## src/rv_pkg.sv

```systemverilog
package rv_pkg;

    typedef logic [31:0] word_t;
    typedef logic [4:0]  reg_addr_t;
    typedef logic [3:0]  alu_op_t;
    typedef logic [1:0]  fwd_sel_t;

    localparam alu_op_t ALU_ADD = 4'd0;
    localparam alu_op_t ALU_SUB = 4'd1;
    localparam alu_op_t ALU_AND = 4'd2;
    localparam alu_op_t ALU_OR  = 4'd3;
    localparam alu_op_t ALU_XOR = 4'd4;
    localparam alu_op_t ALU_SLT = 4'd5;

    // forwarding source for an EX operand
    localparam fwd_sel_t FWD_NONE = 2'd0;
    localparam fwd_sel_t FWD_MEM  = 2'd1;
    localparam fwd_sel_t FWD_WB   = 2'd2;

    localparam logic [6:0] OP_REG    = 7'b0110011;
    localparam logic [6:0] OP_IMM    = 7'b0010011;
    localparam logic [6:0] OP_LOAD   = 7'b0000011;
    localparam logic [6:0] OP_STORE  = 7'b0100011;
    localparam logic [6:0] OP_BRANCH = 7'b1100011;
    localparam logic [6:0] OP_JAL    = 7'b1101111;

    typedef struct packed {
        alu_op_t alu_op;
        logic    use_imm;
        logic    reg_write;
        logic    mem_read;
        logic    mem_write;
        logic    branch;
        logic    branch_ne;
        logic    jal;
    } ctrl_t;

    //////////////////////////////////////////////////
    // pipeline registers

    typedef struct packed {
        logic  valid;
        word_t pc;
        word_t instr;
    } if_id_t;

    typedef struct packed {
        logic      valid;
        word_t     pc;
        ctrl_t     ctrl;
        reg_addr_t rs1;
        reg_addr_t rs2;
        reg_addr_t rd;
        word_t     rs1_data;
        word_t     rs2_data;
        word_t     imm;
    } id_ex_t;

    typedef struct packed {
        logic      valid;
        logic      reg_write;
        logic      mem_read;
        logic      mem_write;
        reg_addr_t rd;
        word_t     result;
        word_t     store_data;
    } ex_mem_t;

    typedef struct packed {
        logic      valid;
        logic      reg_write;
        reg_addr_t rd;
        word_t     wb_data;
    } mem_wb_t;

endpackage
```

## src/rv_core.sv

```systemverilog
`timescale 1ns/10ps

module rv_core #(
    parameter rv_pkg::word_t RESET_PC = 32'h0000_0000
) (
    input  logic          clk,
    input  logic          rst_n_i,
    input  rv_pkg::word_t instr_i,
    input  rv_pkg::word_t ram_rdata_i,
    output rv_pkg::word_t rom_addr_o,
    output rv_pkg::word_t ram_addr_o,
    output rv_pkg::word_t ram_wdata_o,
    output logic          ram_we_o,
    output logic          ram_re_o,
    output logic          stall_o,
    output logic          flush_o
);
    import rv_pkg::*;

    word_t id_instr;
    ctrl_t ctrl;

    // control for the instruction sitting in ID
    rv_decoder u_rv_decoder (
        .instr_i(id_instr),
        .ctrl_o(ctrl)
    );

    datapath #(.RESET_PC(RESET_PC)) u_datapath (
        .clk(clk), .rst_n_i(rst_n_i),
        .instr_i(instr_i), .ctrl_i(ctrl), .ram_rdata_i(ram_rdata_i),
        .rom_addr_o(rom_addr_o), .id_instr_o(id_instr),
        .ram_addr_o(ram_addr_o), .ram_wdata_o(ram_wdata_o),
        .ram_we_o(ram_we_o), .ram_re_o(ram_re_o),
        .stall_o(stall_o), .flush_o(flush_o)
    );

endmodule

```

## src/datapath.sv

```systemverilog
`timescale 1ns/10ps

module datapath #(
    parameter rv_pkg::word_t RESET_PC = 32'h0000_0000
) (
    input  logic          clk,
    input  logic          rst_n_i,
    input  rv_pkg::word_t instr_i,
    input  rv_pkg::ctrl_t ctrl_i,
    input  rv_pkg::word_t ram_rdata_i,
    output rv_pkg::word_t rom_addr_o,
    output rv_pkg::word_t id_instr_o,
    output rv_pkg::word_t ram_addr_o,
    output rv_pkg::word_t ram_wdata_o,
    output logic          ram_we_o,
    output logic          ram_re_o,
    output logic          stall_o,
    output logic          flush_o
);
    import rv_pkg::*;

    if_id_t    if_id;
    id_ex_t    id_ex;
    ex_mem_t   ex_mem;
    mem_wb_t   mem_wb;
    reg_addr_t id_rs1;
    reg_addr_t id_rs2;
    fwd_sel_t  fwd_a;
    fwd_sel_t  fwd_b;
    logic      redirect;
    word_t     target;

    // decoder sits outside, in rv_core
    assign id_instr_o = if_id.instr;

    //////////////////////////////////////////////////
    // stages

    if_stage #(.RESET_PC(RESET_PC)) u_if_stage (
        .clk(clk), .rst_n_i(rst_n_i),
        .stall_i(stall_o), .redirect_i(redirect), .target_i(target),
        .instr_i(instr_i), .pc_o(rom_addr_o), .if_id_o(if_id)
    );

    id_stage u_id_stage (
        .clk(clk), .rst_n_i(rst_n_i),
        .stall_i(stall_o), .flush_i(flush_o), .if_id_i(if_id), .ctrl_i(ctrl_i),
        .mem_wb_i(mem_wb), .id_ex_o(id_ex), .rs1_o(id_rs1), .rs2_o(id_rs2)
    );

    hazard_unit u_hazard_unit (
        .rs1_i(id_rs1), .rs2_i(id_rs2), .id_ex_i(id_ex), .ex_mem_i(ex_mem),
        .mem_wb_i(mem_wb), .redirect_i(redirect),
        .fwd_a_o(fwd_a), .fwd_b_o(fwd_b), .stall_o(stall_o), .flush_o(flush_o)
    );

    ex_stage u_ex_stage (
        .clk(clk), .rst_n_i(rst_n_i),
        .id_ex_i(id_ex), .fwd_a_i(fwd_a), .fwd_b_i(fwd_b),
        .ex_mem_fwd_i(ex_mem.result), .wb_fwd_i(mem_wb.wb_data),
        .ex_mem_o(ex_mem), .redirect_o(redirect), .target_o(target)
    );

    mem_wb_stage u_mem_wb_stage (
        .clk(clk), .rst_n_i(rst_n_i),
        .ex_mem_i(ex_mem), .ram_rdata_i(ram_rdata_i),
        .ram_addr_o(ram_addr_o), .ram_wdata_o(ram_wdata_o),
        .ram_we_o(ram_we_o), .ram_re_o(ram_re_o), .mem_wb_o(mem_wb)
    );

endmodule

```

## src/mem_wb_stage.sv

```systemverilog
`timescale 1ns/10ps

module mem_wb_stage (
    input  logic            clk,
    input  logic            rst_n_i,
    input  rv_pkg::ex_mem_t ex_mem_i,
    input  rv_pkg::word_t   ram_rdata_i,
    output rv_pkg::word_t   ram_addr_o,
    output rv_pkg::word_t   ram_wdata_o,
    output logic            ram_we_o,
    output logic            ram_re_o,
    output rv_pkg::mem_wb_t mem_wb_o
);
    import rv_pkg::*;

    mem_wb_t mem_wb_q;

    assign ram_addr_o  = ex_mem_i.result;
    assign ram_wdata_o = ex_mem_i.store_data;
    assign ram_we_o    = ex_mem_i.valid && ex_mem_i.mem_write;
    assign ram_re_o    = ex_mem_i.valid && ex_mem_i.mem_read;

    always_ff @(posedge clk) begin
        if (!rst_n_i) begin
            mem_wb_q.valid     <= 1'b0;
            mem_wb_q.reg_write <= 1'b0;
        end else begin
            mem_wb_q.valid     <= ex_mem_i.valid;
            mem_wb_q.reg_write <= ex_mem_i.valid && ex_mem_i.reg_write;
            mem_wb_q.rd        <= ex_mem_i.rd;
            mem_wb_q.wb_data   <= ex_mem_i.mem_read ? ram_rdata_i : ex_mem_i.result;
        end
    end

    assign mem_wb_o = mem_wb_q;

    a_we_re_exclusive: assert property (@(posedge clk) disable iff (!rst_n_i)
        !(ram_we_o && ram_re_o))
        else $error("data memory read and write in one cycle");

endmodule

```

## src/ex_stage.sv

```systemverilog
`timescale 1ns/10ps

module ex_stage (
    input  logic             clk,
    input  logic             rst_n_i,
    input  rv_pkg::id_ex_t   id_ex_i,
    input  rv_pkg::fwd_sel_t fwd_a_i,
    input  rv_pkg::fwd_sel_t fwd_b_i,
    input  rv_pkg::word_t    ex_mem_fwd_i,
    input  rv_pkg::word_t    wb_fwd_i,
    output rv_pkg::ex_mem_t  ex_mem_o,
    output logic             redirect_o,
    output rv_pkg::word_t    target_o
);
    import rv_pkg::*;

    word_t   op_a;
    word_t   rs2_val;
    word_t   op_b;
    word_t   alu_res;
    logic    taken;
    ex_mem_t ex_mem_q;

    function automatic word_t fwd_mux(input fwd_sel_t sel, input word_t reg_val,
                                      input word_t mem_val, input word_t wb_val);
        word_t v;
        case (sel)
            FWD_MEM: v = mem_val;
            FWD_WB:  v = wb_val;
            default: v = reg_val;
        endcase
        return v;
    endfunction

    assign op_a    = fwd_mux(fwd_a_i, id_ex_i.rs1_data, ex_mem_fwd_i, wb_fwd_i);
    assign rs2_val = fwd_mux(fwd_b_i, id_ex_i.rs2_data, ex_mem_fwd_i, wb_fwd_i);
    assign op_b    = id_ex_i.ctrl.use_imm ? id_ex_i.imm : rs2_val;

    always_comb begin
        case (id_ex_i.ctrl.alu_op)
            ALU_SUB: alu_res = op_a - op_b;
            ALU_AND: alu_res = op_a & op_b;
            ALU_OR:  alu_res = op_a | op_b;
            ALU_XOR: alu_res = op_a ^ op_b;
            ALU_SLT: alu_res = {31'b0, $signed(op_a) < $signed(op_b)};
            default: alu_res = op_a + op_b;
        endcase
    end

    //////////////////////////////////////////////////
    // branch resolution

    // bubbles carry no control
    assign taken = id_ex_i.ctrl.branch &&
                   (id_ex_i.ctrl.branch_ne ? (op_a != rs2_val) : (op_a == rs2_val));
    assign redirect_o = taken || id_ex_i.ctrl.jal;
    assign target_o   = id_ex_i.pc + id_ex_i.imm;

    always_ff @(posedge clk) begin
        if (!rst_n_i) begin
            ex_mem_q.valid     <= 1'b0;
            ex_mem_q.reg_write <= 1'b0;
            ex_mem_q.mem_read  <= 1'b0;
            ex_mem_q.mem_write <= 1'b0;
        end else begin
            ex_mem_q.valid      <= id_ex_i.valid;
            ex_mem_q.reg_write  <= id_ex_i.valid && id_ex_i.ctrl.reg_write;
            ex_mem_q.mem_read   <= id_ex_i.valid && id_ex_i.ctrl.mem_read;
            ex_mem_q.mem_write  <= id_ex_i.valid && id_ex_i.ctrl.mem_write;
            ex_mem_q.rd         <= id_ex_i.rd;
            // link address for jal
            ex_mem_q.result     <= id_ex_i.ctrl.jal ? id_ex_i.pc + 32'd4 : alu_res;
            ex_mem_q.store_data <= rs2_val;
        end
    end

    assign ex_mem_o = ex_mem_q;

    a_redirect_valid: assert property (@(posedge clk) disable iff (!rst_n_i)
        redirect_o |-> id_ex_i.valid)
        else $error("redirect from an invalid EX entry");

    // x0 operand after forwarding
    a_x0_reads_zero: assert property (@(posedge clk) disable iff (!rst_n_i)
        id_ex_i.valid |-> (id_ex_i.rs1 != '0 || op_a == '0) &&
                          (id_ex_i.rs2 != '0 || rs2_val == '0))
        else $error("x0 read returned nonzero data");

endmodule

```

## src/hazard_unit.sv

```systemverilog
`timescale 1ns/10ps

module hazard_unit (
    input  rv_pkg::reg_addr_t rs1_i,
    input  rv_pkg::reg_addr_t rs2_i,
    input  rv_pkg::id_ex_t    id_ex_i,
    input  rv_pkg::ex_mem_t   ex_mem_i,
    input  rv_pkg::mem_wb_t   mem_wb_i,
    input  logic              redirect_i,
    output rv_pkg::fwd_sel_t  fwd_a_o,
    output rv_pkg::fwd_sel_t  fwd_b_o,
    output logic              stall_o,
    output logic              flush_o
);
    import rv_pkg::*;

    // younger producer wins
    function automatic fwd_sel_t pick_src(input reg_addr_t rs, input ex_mem_t em,
                                          input mem_wb_t mw);
        fwd_sel_t sel;
        sel = FWD_NONE;
        if (em.valid && em.reg_write && em.rd != '0 && em.rd == rs) begin
            sel = FWD_MEM;
        end else if (mw.valid && mw.reg_write && mw.rd != '0 && mw.rd == rs) begin
            sel = FWD_WB;
        end
        return sel;
    endfunction

    assign fwd_a_o = pick_src(id_ex_i.rs1, ex_mem_i, mem_wb_i);
    assign fwd_b_o = pick_src(id_ex_i.rs2, ex_mem_i, mem_wb_i);

    // load in EX feeding the instruction in ID
    assign stall_o = id_ex_i.valid && id_ex_i.ctrl.mem_read && (id_ex_i.rd != '0) &&
                     ((id_ex_i.rd == rs1_i) || (id_ex_i.rd == rs2_i));

    assign flush_o = redirect_i;

    // a redirecting instruction is never a load
    a_no_stall_on_flush: assert final (!(stall_o && flush_o))
        else $error("stall and flush raised together");

endmodule

```

## src/id_stage.sv

```systemverilog
`timescale 1ns/10ps

module id_stage (
    input  logic              clk,
    input  logic              rst_n_i,
    input  logic              stall_i,
    input  logic              flush_i,
    input  rv_pkg::if_id_t    if_id_i,
    input  rv_pkg::ctrl_t     ctrl_i,
    input  rv_pkg::mem_wb_t   mem_wb_i,
    output rv_pkg::id_ex_t    id_ex_o,
    output rv_pkg::reg_addr_t rs1_o,
    output rv_pkg::reg_addr_t rs2_o
);
    import rv_pkg::*;

    word_t     regs [31:1];
    word_t     instr;
    word_t     imm;
    word_t     rs1_data;
    word_t     rs2_data;
    reg_addr_t rs1;
    reg_addr_t rs2;
    logic      wr_en;
    id_ex_t    id_ex_q;

    assign instr = if_id_i.instr;
    assign rs1   = instr[19:15];
    assign rs2   = instr[24:20];
    assign wr_en = mem_wb_i.valid && mem_wb_i.reg_write && (mem_wb_i.rd != '0);

    always_ff @(posedge clk) begin
        if (wr_en) begin
            regs[mem_wb_i.rd] <= mem_wb_i.wb_data;
        end
    end

    // write-through lets WB and ID meet in one cycle
    assign rs1_data = (rs1 == '0) ? '0 :
                      (wr_en && rs1 == mem_wb_i.rd) ? mem_wb_i.wb_data : regs[rs1];
    assign rs2_data = (rs2 == '0) ? '0 :
                      (wr_en && rs2 == mem_wb_i.rd) ? mem_wb_i.wb_data : regs[rs2];

    always_comb begin
        case (instr[6:0])
            OP_STORE:  imm = {{20{instr[31]}}, instr[31:25], instr[11:7]};
            OP_BRANCH: imm = {{19{instr[31]}}, instr[31], instr[7], instr[30:25],
                              instr[11:8], 1'b0};
            OP_JAL:    imm = {{11{instr[31]}}, instr[31], instr[19:12], instr[20],
                              instr[30:21], 1'b0};
            default:   imm = {{20{instr[31]}}, instr[31:20]};
        endcase
    end

    always_ff @(posedge clk) begin
        if (!rst_n_i) begin
            id_ex_q.valid <= 1'b0;
            id_ex_q.ctrl  <= '0;
        end else begin
            // bubble
            if (flush_i || stall_i || !if_id_i.valid) begin
                id_ex_q.valid <= 1'b0;
                id_ex_q.ctrl  <= '0;
            end else begin
                id_ex_q.valid <= 1'b1;
                id_ex_q.ctrl  <= ctrl_i;
            end
            id_ex_q.pc       <= if_id_i.pc;
            id_ex_q.rs1      <= rs1;
            id_ex_q.rs2      <= rs2;
            id_ex_q.rd       <= instr[11:7];
            id_ex_q.rs1_data <= rs1_data;
            id_ex_q.rs2_data <= rs2_data;
            id_ex_q.imm      <= imm;
        end
    end

    assign id_ex_o = id_ex_q;
    assign rs1_o   = rs1;
    assign rs2_o   = rs2;

endmodule

```

## src/if_stage.sv

```systemverilog
`timescale 1ns/10ps

module if_stage #(
    parameter rv_pkg::word_t RESET_PC = 32'h0000_0000
) (
    input  logic           clk,
    input  logic           rst_n_i,
    input  logic           stall_i,
    input  logic           redirect_i,
    input  rv_pkg::word_t  target_i,
    input  rv_pkg::word_t  instr_i,
    output rv_pkg::word_t  pc_o,
    output rv_pkg::if_id_t if_id_o
);
    import rv_pkg::*;

    word_t  pc_q;
    if_id_t if_id_q;

    always_ff @(posedge clk) begin
        if (!rst_n_i) begin
            pc_q          <= RESET_PC;
            if_id_q.valid <= 1'b0;
        end else if (redirect_i) begin
            // the fetch in flight is on the wrong path
            pc_q          <= target_i;
            if_id_q.valid <= 1'b0;
        end else if (!stall_i) begin
            pc_q          <= pc_q + 32'd4;
            if_id_q.valid <= 1'b1;
            if_id_q.pc    <= pc_q;
            if_id_q.instr <= instr_i;
        end
    end

    assign pc_o    = pc_q;
    assign if_id_o = if_id_q;

endmodule

```

## src/rv_decoder.sv

```systemverilog
`timescale 1ns/10ps

module rv_decoder (
    input  rv_pkg::word_t instr_i,
    output rv_pkg::ctrl_t ctrl_o
);
    import rv_pkg::*;

    logic [6:0] opcode;
    logic [2:0] funct3;
    logic       funct7_5;

    assign opcode   = instr_i[6:0];
    assign funct3   = instr_i[14:12];
    assign funct7_5 = instr_i[30];

    always_comb begin
        // anything not decoded stays a no-op
        ctrl_o = '0;
        case (opcode)
            OP_REG: begin
                ctrl_o.reg_write = 1'b1;
                case (funct3)
                    3'b000:  ctrl_o.alu_op = funct7_5 ? ALU_SUB : ALU_ADD;
                    3'b111:  ctrl_o.alu_op = ALU_AND;
                    3'b110:  ctrl_o.alu_op = ALU_OR;
                    3'b100:  ctrl_o.alu_op = ALU_XOR;
                    3'b010:  ctrl_o.alu_op = ALU_SLT;
                    default: ctrl_o.reg_write = 1'b0;
                endcase
            end
            OP_IMM: begin
                // addi only
                ctrl_o.alu_op    = ALU_ADD;
                ctrl_o.use_imm   = 1'b1;
                ctrl_o.reg_write = (funct3 == 3'b000);
            end
            OP_LOAD: begin
                ctrl_o.alu_op    = ALU_ADD;
                ctrl_o.use_imm   = 1'b1;
                ctrl_o.reg_write = (funct3 == 3'b010);
                ctrl_o.mem_read  = (funct3 == 3'b010);
            end
            OP_STORE: begin
                ctrl_o.alu_op    = ALU_ADD;
                ctrl_o.use_imm   = 1'b1;
                ctrl_o.mem_write = (funct3 == 3'b010);
            end
            OP_BRANCH: begin
                ctrl_o.alu_op    = ALU_SUB;
                ctrl_o.branch    = (funct3 == 3'b000) || (funct3 == 3'b001);
                ctrl_o.branch_ne = (funct3 == 3'b001);
            end
            OP_JAL: begin
                ctrl_o.reg_write = 1'b1;
                ctrl_o.jal       = 1'b1;
            end
            default: ctrl_o = '0;
        endcase
    end

endmodule

```

## config.mk

```make
export PLATFORM = sky130hd
export DESIGN_NAME = rv_core
export DESIGN_NICKNAME = d
export VERILOG_FILES = /design/src/rv_pkg.sv /design/src/rv_core.sv /design/src/datapath.sv /design/src/mem_wb_stage.sv /design/src/ex_stage.sv /design/src/hazard_unit.sv /design/src/id_stage.sv /design/src/if_stage.sv /design/src/rv_decoder.sv
export SDC_FILE = /design/constraint.sdc
export NUM_CORES = 2
export LEC_CHECK = 0
export BUFFER_PORTS_ARGS = -buffer_cell sky130_fd_sc_hd__buf_2
export CAP_MARGIN = 20
export CORE_ASPECT_RATIO = 1.4
export CORE_MARGIN = 2
export CORE_UTILIZATION = 44
export CTS_CLUSTER_SIZE = 25
export DETAILED_ROUTE_END_ITERATION = 7
export SLEW_MARGIN = 40
export SYNTH_ARGS = -nofsm -noshare
export SYNTH_HDL_FRONTEND = slang
export SYNTH_HIERARCHICAL = 1
export SYNTH_SLANG_ARGS = --single-unit
export TNS_END_PERCENT = 50
```

## constraint.sdc

```tcl
create_clock -name clk -period 9.9 [get_ports clk]
set_input_delay 0.99 -clock clk [delete_from_list [all_inputs] [get_ports clk]]
set_output_delay 0.99 -clock clk [all_outputs]
set_load 0.01 [all_outputs]
```

==> metrics.txt <==
# TYPE chip_impl_metric gauge
chip_impl_info{name="run_status",value="finished, violations left"} 1
chip_impl_info{name="violations",value="design-rule violations"} 1
chip_impl_metric{name="cp_data_required_time",unit="ns"} 8.91
chip_impl_metric{name="mappedNetlistNets",unit=""} 5009
chip_impl_metric{name="cp.buffers_inverters",unit=""} 1
chip_impl_metric{name="setup_ws",unit="ns"} 2.416
chip_impl_metric{name="totalWireLength",unit="um"} 241200
chip_impl_metric{name="cts_buf_count",unit=""} 133
chip_impl_metric{name="drcViolationCount",unit=""} 1
chip_impl_metric{name="htreeDepth",unit=""} 4
chip_impl_metric{name="via_count_of_the_first_global_routing_pass",unit=""} 45846
chip_impl_metric{name="reg2reg_setup_slack",unit="ns"} 2.95
chip_impl_metric{name="avgRoutedWirePerCell",unit="um"} 34.22
chip_impl_metric{name="mappedNetlistArea",unit="um2"} 69120
chip_impl_metric{name="drv_slew",unit=""} 0
chip_impl_metric{name="final_nets",unit=""} 5053
chip_impl_info{name="setup.worst_path.start_class",value="flop"} 1
chip_impl_metric{name="max-vdd-ir-drop",unit="mV"} 0.1121
chip_impl_metric{name="hold_violations",unit=""} 0
chip_impl_metric{name="synth_enable_flop_cells",unit=""} 1294
chip_impl_metric{name="report.power.total",unit="mW"} 13.37
chip_impl_metric{name="die_width",unit="um"} 339.0
chip_impl_metric{name="synth.ff_latch_count",unit=""} 1345
chip_impl_metric{name="post_drt_via_cell_ratio",unit=""} 6.555
chip_impl_info{name="layout_common_cells",value="sky130_fd_sc_hd__edfxtp_1 (1294), sky130_fd_sc_hd__mux4_2 (400), sky130_fd_sc_hd__nor2_1 (252)"} 1
chip_impl_metric{name="max_cap_viol_count",unit=""} 0
chip_impl_metric{name="port-buffer-count",unit=""} 165
chip_impl_metric{name="dpl_worst_slack",unit="ns"} 2.791
chip_impl_info{name="tritoncts",value="built"} 1
chip_impl_metric{name="dr_total_vias",unit=""} 46201
chip_impl_metric{name="tritoncts_num_sinks",unit=""} 1345
chip_impl_metric{name="timing.final.crit_share",unit=""} 0.7559
chip_impl_metric{name="setup-violations-final",unit=""} 0
chip_impl_metric{name="timing.slew.headroom",unit=""} 0.3466
chip_impl_info{name="path_cells",value="or4_1 > o211ai_1 > or4_1 > nor4_2 > ha_2 > a22oi_1 > nor2_1 > a21oi_1 > xnor2_1 > nand4_1 > nor4_1 > nand2_1 > xnor2_1 > nand2_1 > nand2_2 > buf_2"} 1
chip_impl_info{name="yosys_most_used_dff",value="sky130_fd_sc_hd__edfxtp_1"} 1
chip_impl_metric{name="layout.cells.non_filler",unit=""} 7048
chip_impl_info{name="cts_root_buffer",value="sky130_fd_sc_hd__clkbuf_16"} 1
chip_impl_metric{name="antenna_found_initial",unit=""} 15
chip_impl_metric{name="post-place-cells",unit=""} 6803
chip_impl_metric{name="worstSkewPairLatency",unit="ns"} 0.80
chip_impl_metric{name="postCtsResizedCells",unit=""} 0
chip_impl_metric{name="postRouteAntennaNets",unit=""} 0
chip_impl_metric{name="cp_data_arrival_time",unit="ns"} 6.49
chip_impl_info{name="critPathSlowestCell",value="sky130_fd_sc_hd__ha_2"} 1
chip_impl_metric{name="core_area",unit="um2"} 156500
chip_impl_metric{name="place_hpwl",unit="um"} 154800
chip_impl_metric{name="floorplan.die.height",unit="um"} 473.0
chip_impl_metric{name="post_route_cells_drive_above_1_share",unit=""} 0.2197
chip_impl_metric{name="timing_worst_slew_pin_value",unit="ns"} 0.9554
chip_impl_metric{name="gr-total-overflow",unit=""} 0
chip_impl_metric{name="io_pins",unit=""} 166
chip_impl_metric{name="initial_core_util",unit=""} 0.4418
chip_impl_info{name="mostFrequentLayoutCell",value="sky130_fd_sc_hd__edfxtp_1"} 1
chip_impl_info{name="worst_setup_path_end_kind",value="output port"} 1
chip_impl_metric{name="clock-skew-final",unit="ns"} 0.02961
chip_impl_metric{name="area_overhead_vs_synth",unit="%"} 10.72
chip_impl_metric{name="cellLeakagePower",unit="nW"} 26.04
chip_impl_metric{name="grt_first_pass_wirelength",unit="um"} 337200
chip_impl_info{name="critical_path_class",value="flop to output port"} 1
chip_impl_metric{name="gp_routability_congestion",unit=""} 0.9860
chip_impl_metric{name="drt_first_pass_iters",unit=""} 8
chip_impl_metric{name="grtUsageTotal",unit=""} 0.2962
chip_impl_metric{name="initialDrtViolationCount",unit=""} 5162
chip_impl_metric{name="yosysWarnings",unit=""} 6
chip_impl_metric{name="syn-mean-instance-area",unit="um2"} 14.38
chip_impl_metric{name="post_synth_num_cell_types",unit=""} 100
chip_impl_metric{name="synthArstFlopShare",unit=""} 0
chip_impl_info{name="critical_path.top_delay_family",value="simple AND/OR/NAND/NOR gates"} 1
chip_impl_metric{name="holdBufCountCts",unit=""} 0
chip_impl_metric{name="fmax",unit="MHz"} 133.6
chip_impl_metric{name="path_max_fanout",unit=""} 32
chip_impl_metric{name="row_count",unit=""} 172
chip_impl_metric{name="clkSlewWorstSetupHoldPaths",unit="ns"} 0.06
chip_impl_metric{name="setup_total_negative_slack",unit="ns"} 0
chip_impl_metric{name="fp.dieArea",unit="um2"} 160300
chip_impl_metric{name="largest_net_degree_at_the_start_of_global_routing",unit=""} 82
chip_impl_metric{name="period_needed",unit="ns"} 7.484
chip_impl_metric{name="clk_path_buf_depth",unit=""} 3
chip_impl_info{name="kind_of_path_behind_the_tightest_hold_check",value="input pin to flop"} 1
chip_impl_metric{name="synth_seq_area_share",unit=""} 0.5770
chip_impl_metric{name="power_per_cell_area",unit="nW/um2"} 174.7
chip_impl_info{name="rsz0062_at_grt",value="false"} 1
chip_impl_metric{name="post-cts-setup-buffer-count",unit=""} 0
chip_impl_metric{name="cp_max_stage_delay",unit="ns"} 0.79
chip_impl_metric{name="post_synth_inst_count",unit=""} 4807
[area by class of cell]
class / instances / area (um2)
sequential: 1345 / 39880
timing repair buffer: 335 / 2258
tap: 2088 / 2613
clock inverter: 66 / 588.1
clock buffer: 171 / 3598
antenna: 7 / 17.52
fill: 13321 / 79930
inverter: 150 / 563.0
multi-input combinational: 2886 / 27010
[per-layer routing]
layer | vias up | wire (um) | global-route usage
li1 | 19269 | - | -
met1 | 23814 | 83630 | 0.3414
met2 | 2505 | 121700 | 0.5125
met3 | 611 | 17660 | 0.04528
met4 | 2 | 18140 | 0.1954
met5 | - | 13 | 0
[synth_stat cells (all sizes together) (25+ instances only)]
| cell type | count | area share |
|---|---|---|
| o21ai | 152 | 0.011 |
| and3 | 44 | 0.0040 |
| edfxtp | 1294 | 0.56 |
| a211oi | 100 | 0.011 |
| buf | 226 | 0.021 |
| a22oi | 152 | 0.017 |
| a2111oi | 35 | 0.0044 |
| mux4 | 400 | 0.13 |
| nand2 | 217 | 0.012 |
| xnor2 | 84 | 0.011 |
| o22ai | 58 | 0.0052 |
| mux2 | 49 | 0.0096 |
| a21oi | 205 | 0.015 |
| xor2 | 60 | 0.0076 |
| nor2 | 289 | 0.016 |
| mux2i | 180 | 0.026 |
| nor2b | 26 | 0.0024 |
| and2 | 51 | 0.0046 |
| nand4 | 41 | 0.0040 |
| nor3 | 58 | 0.0044 |
| a221oi | 43 | 0.0056 |
| o211a | 34 | 0.0049 |
| o41ai | 36 | 0.0049 |
| clkbuf | 200 | 0.011 |
| inv | 150 | 0.0081 |
| a21o | 29 | 0.0031 |
| dfxtp | 51 | 0.015 |
| nand3 | 49 | 0.0035 |
| a211o | 26 | 0.0033 |
| ha | 133 | 0.024 |
| a31oi | 25 | 0.0023 |
[stage by stage]
| stage | hold WS (ns) | util | instance area [um2] |
|---|---|---|---|
| 2_1_floorplan | 0.4003 | - | 69120 |
| 3_3_place_gp | 0.4004 | 0.4596 | 71910 |
| 3_5_place_dp | 0.4045 | 0.4618 | 72250 |
| 4_1_cts | 0.3272 | 0.4886 | 76440 |
| 5_1_grt | 0.3408 | 0.4891 | 76520 |
| 6_report | 0.3758 | 0.4891 | 76530 |
[state kept, by name (all words and copies together), names as in the netlist]
name and count:
u_datapath/u_mem_wb_stage/mem_wb_o 39, u_datapath/u_id_stage/id_ex_o 144, u_datapath/u_if_stage/if_id_o 65, u_datapath/u_id_stage/regs 992, u_datapath/u_if_stage/pc_o 32, u_datapath/u_ex_stage/ex_mem_o 73
[path summary, 6_finish.rpt]
kind | from | endpoint | cells past startpoint
max | u_datapath/u_mem_wb_stage/mem_wb_o[34]$_DFFE_PP_ | flush_o | 16
min | instr_i[23] | u_datapath/u_if_stage/if_id_o[23]$_DFFE_PP_ | 1
max reg2reg | u_datapath/u_mem_wb_stage/mem_wb_o[34]$_DFFE_PP_ | u_datapath/u_ex_stage/ex_mem_o[56]$_DFFE_PP_ | 23
min reg2reg | u_datapath/u_if_stage/if_id_o[40]$_DFFE_PP_ | u_datapath/u_id_stage/id_ex_o[130]$_DFFE_PP_ | 0
[cells by family after synthesis]
family | synth area share
xor gates and xnor gates | 0.01825
DFF | 0.5770
AOI/OAI and AO/OA | 0.1106
buffers and inverters | 0.04012
muxes | 0.1660
other | 0.00005426
adders and majority gates | 0.02495
and+or+nand+nor | 0.06311
[report_power, final]
group	internal [mW]	switching [mW]	total, mW
Combinational	0.623	1.13	1.76
Clock	2.79	2.22	5.01
Sequential	6.46	0.138	6.60
Total	9.88	3.49	13.4
Power figures use the tool's default switching activity.
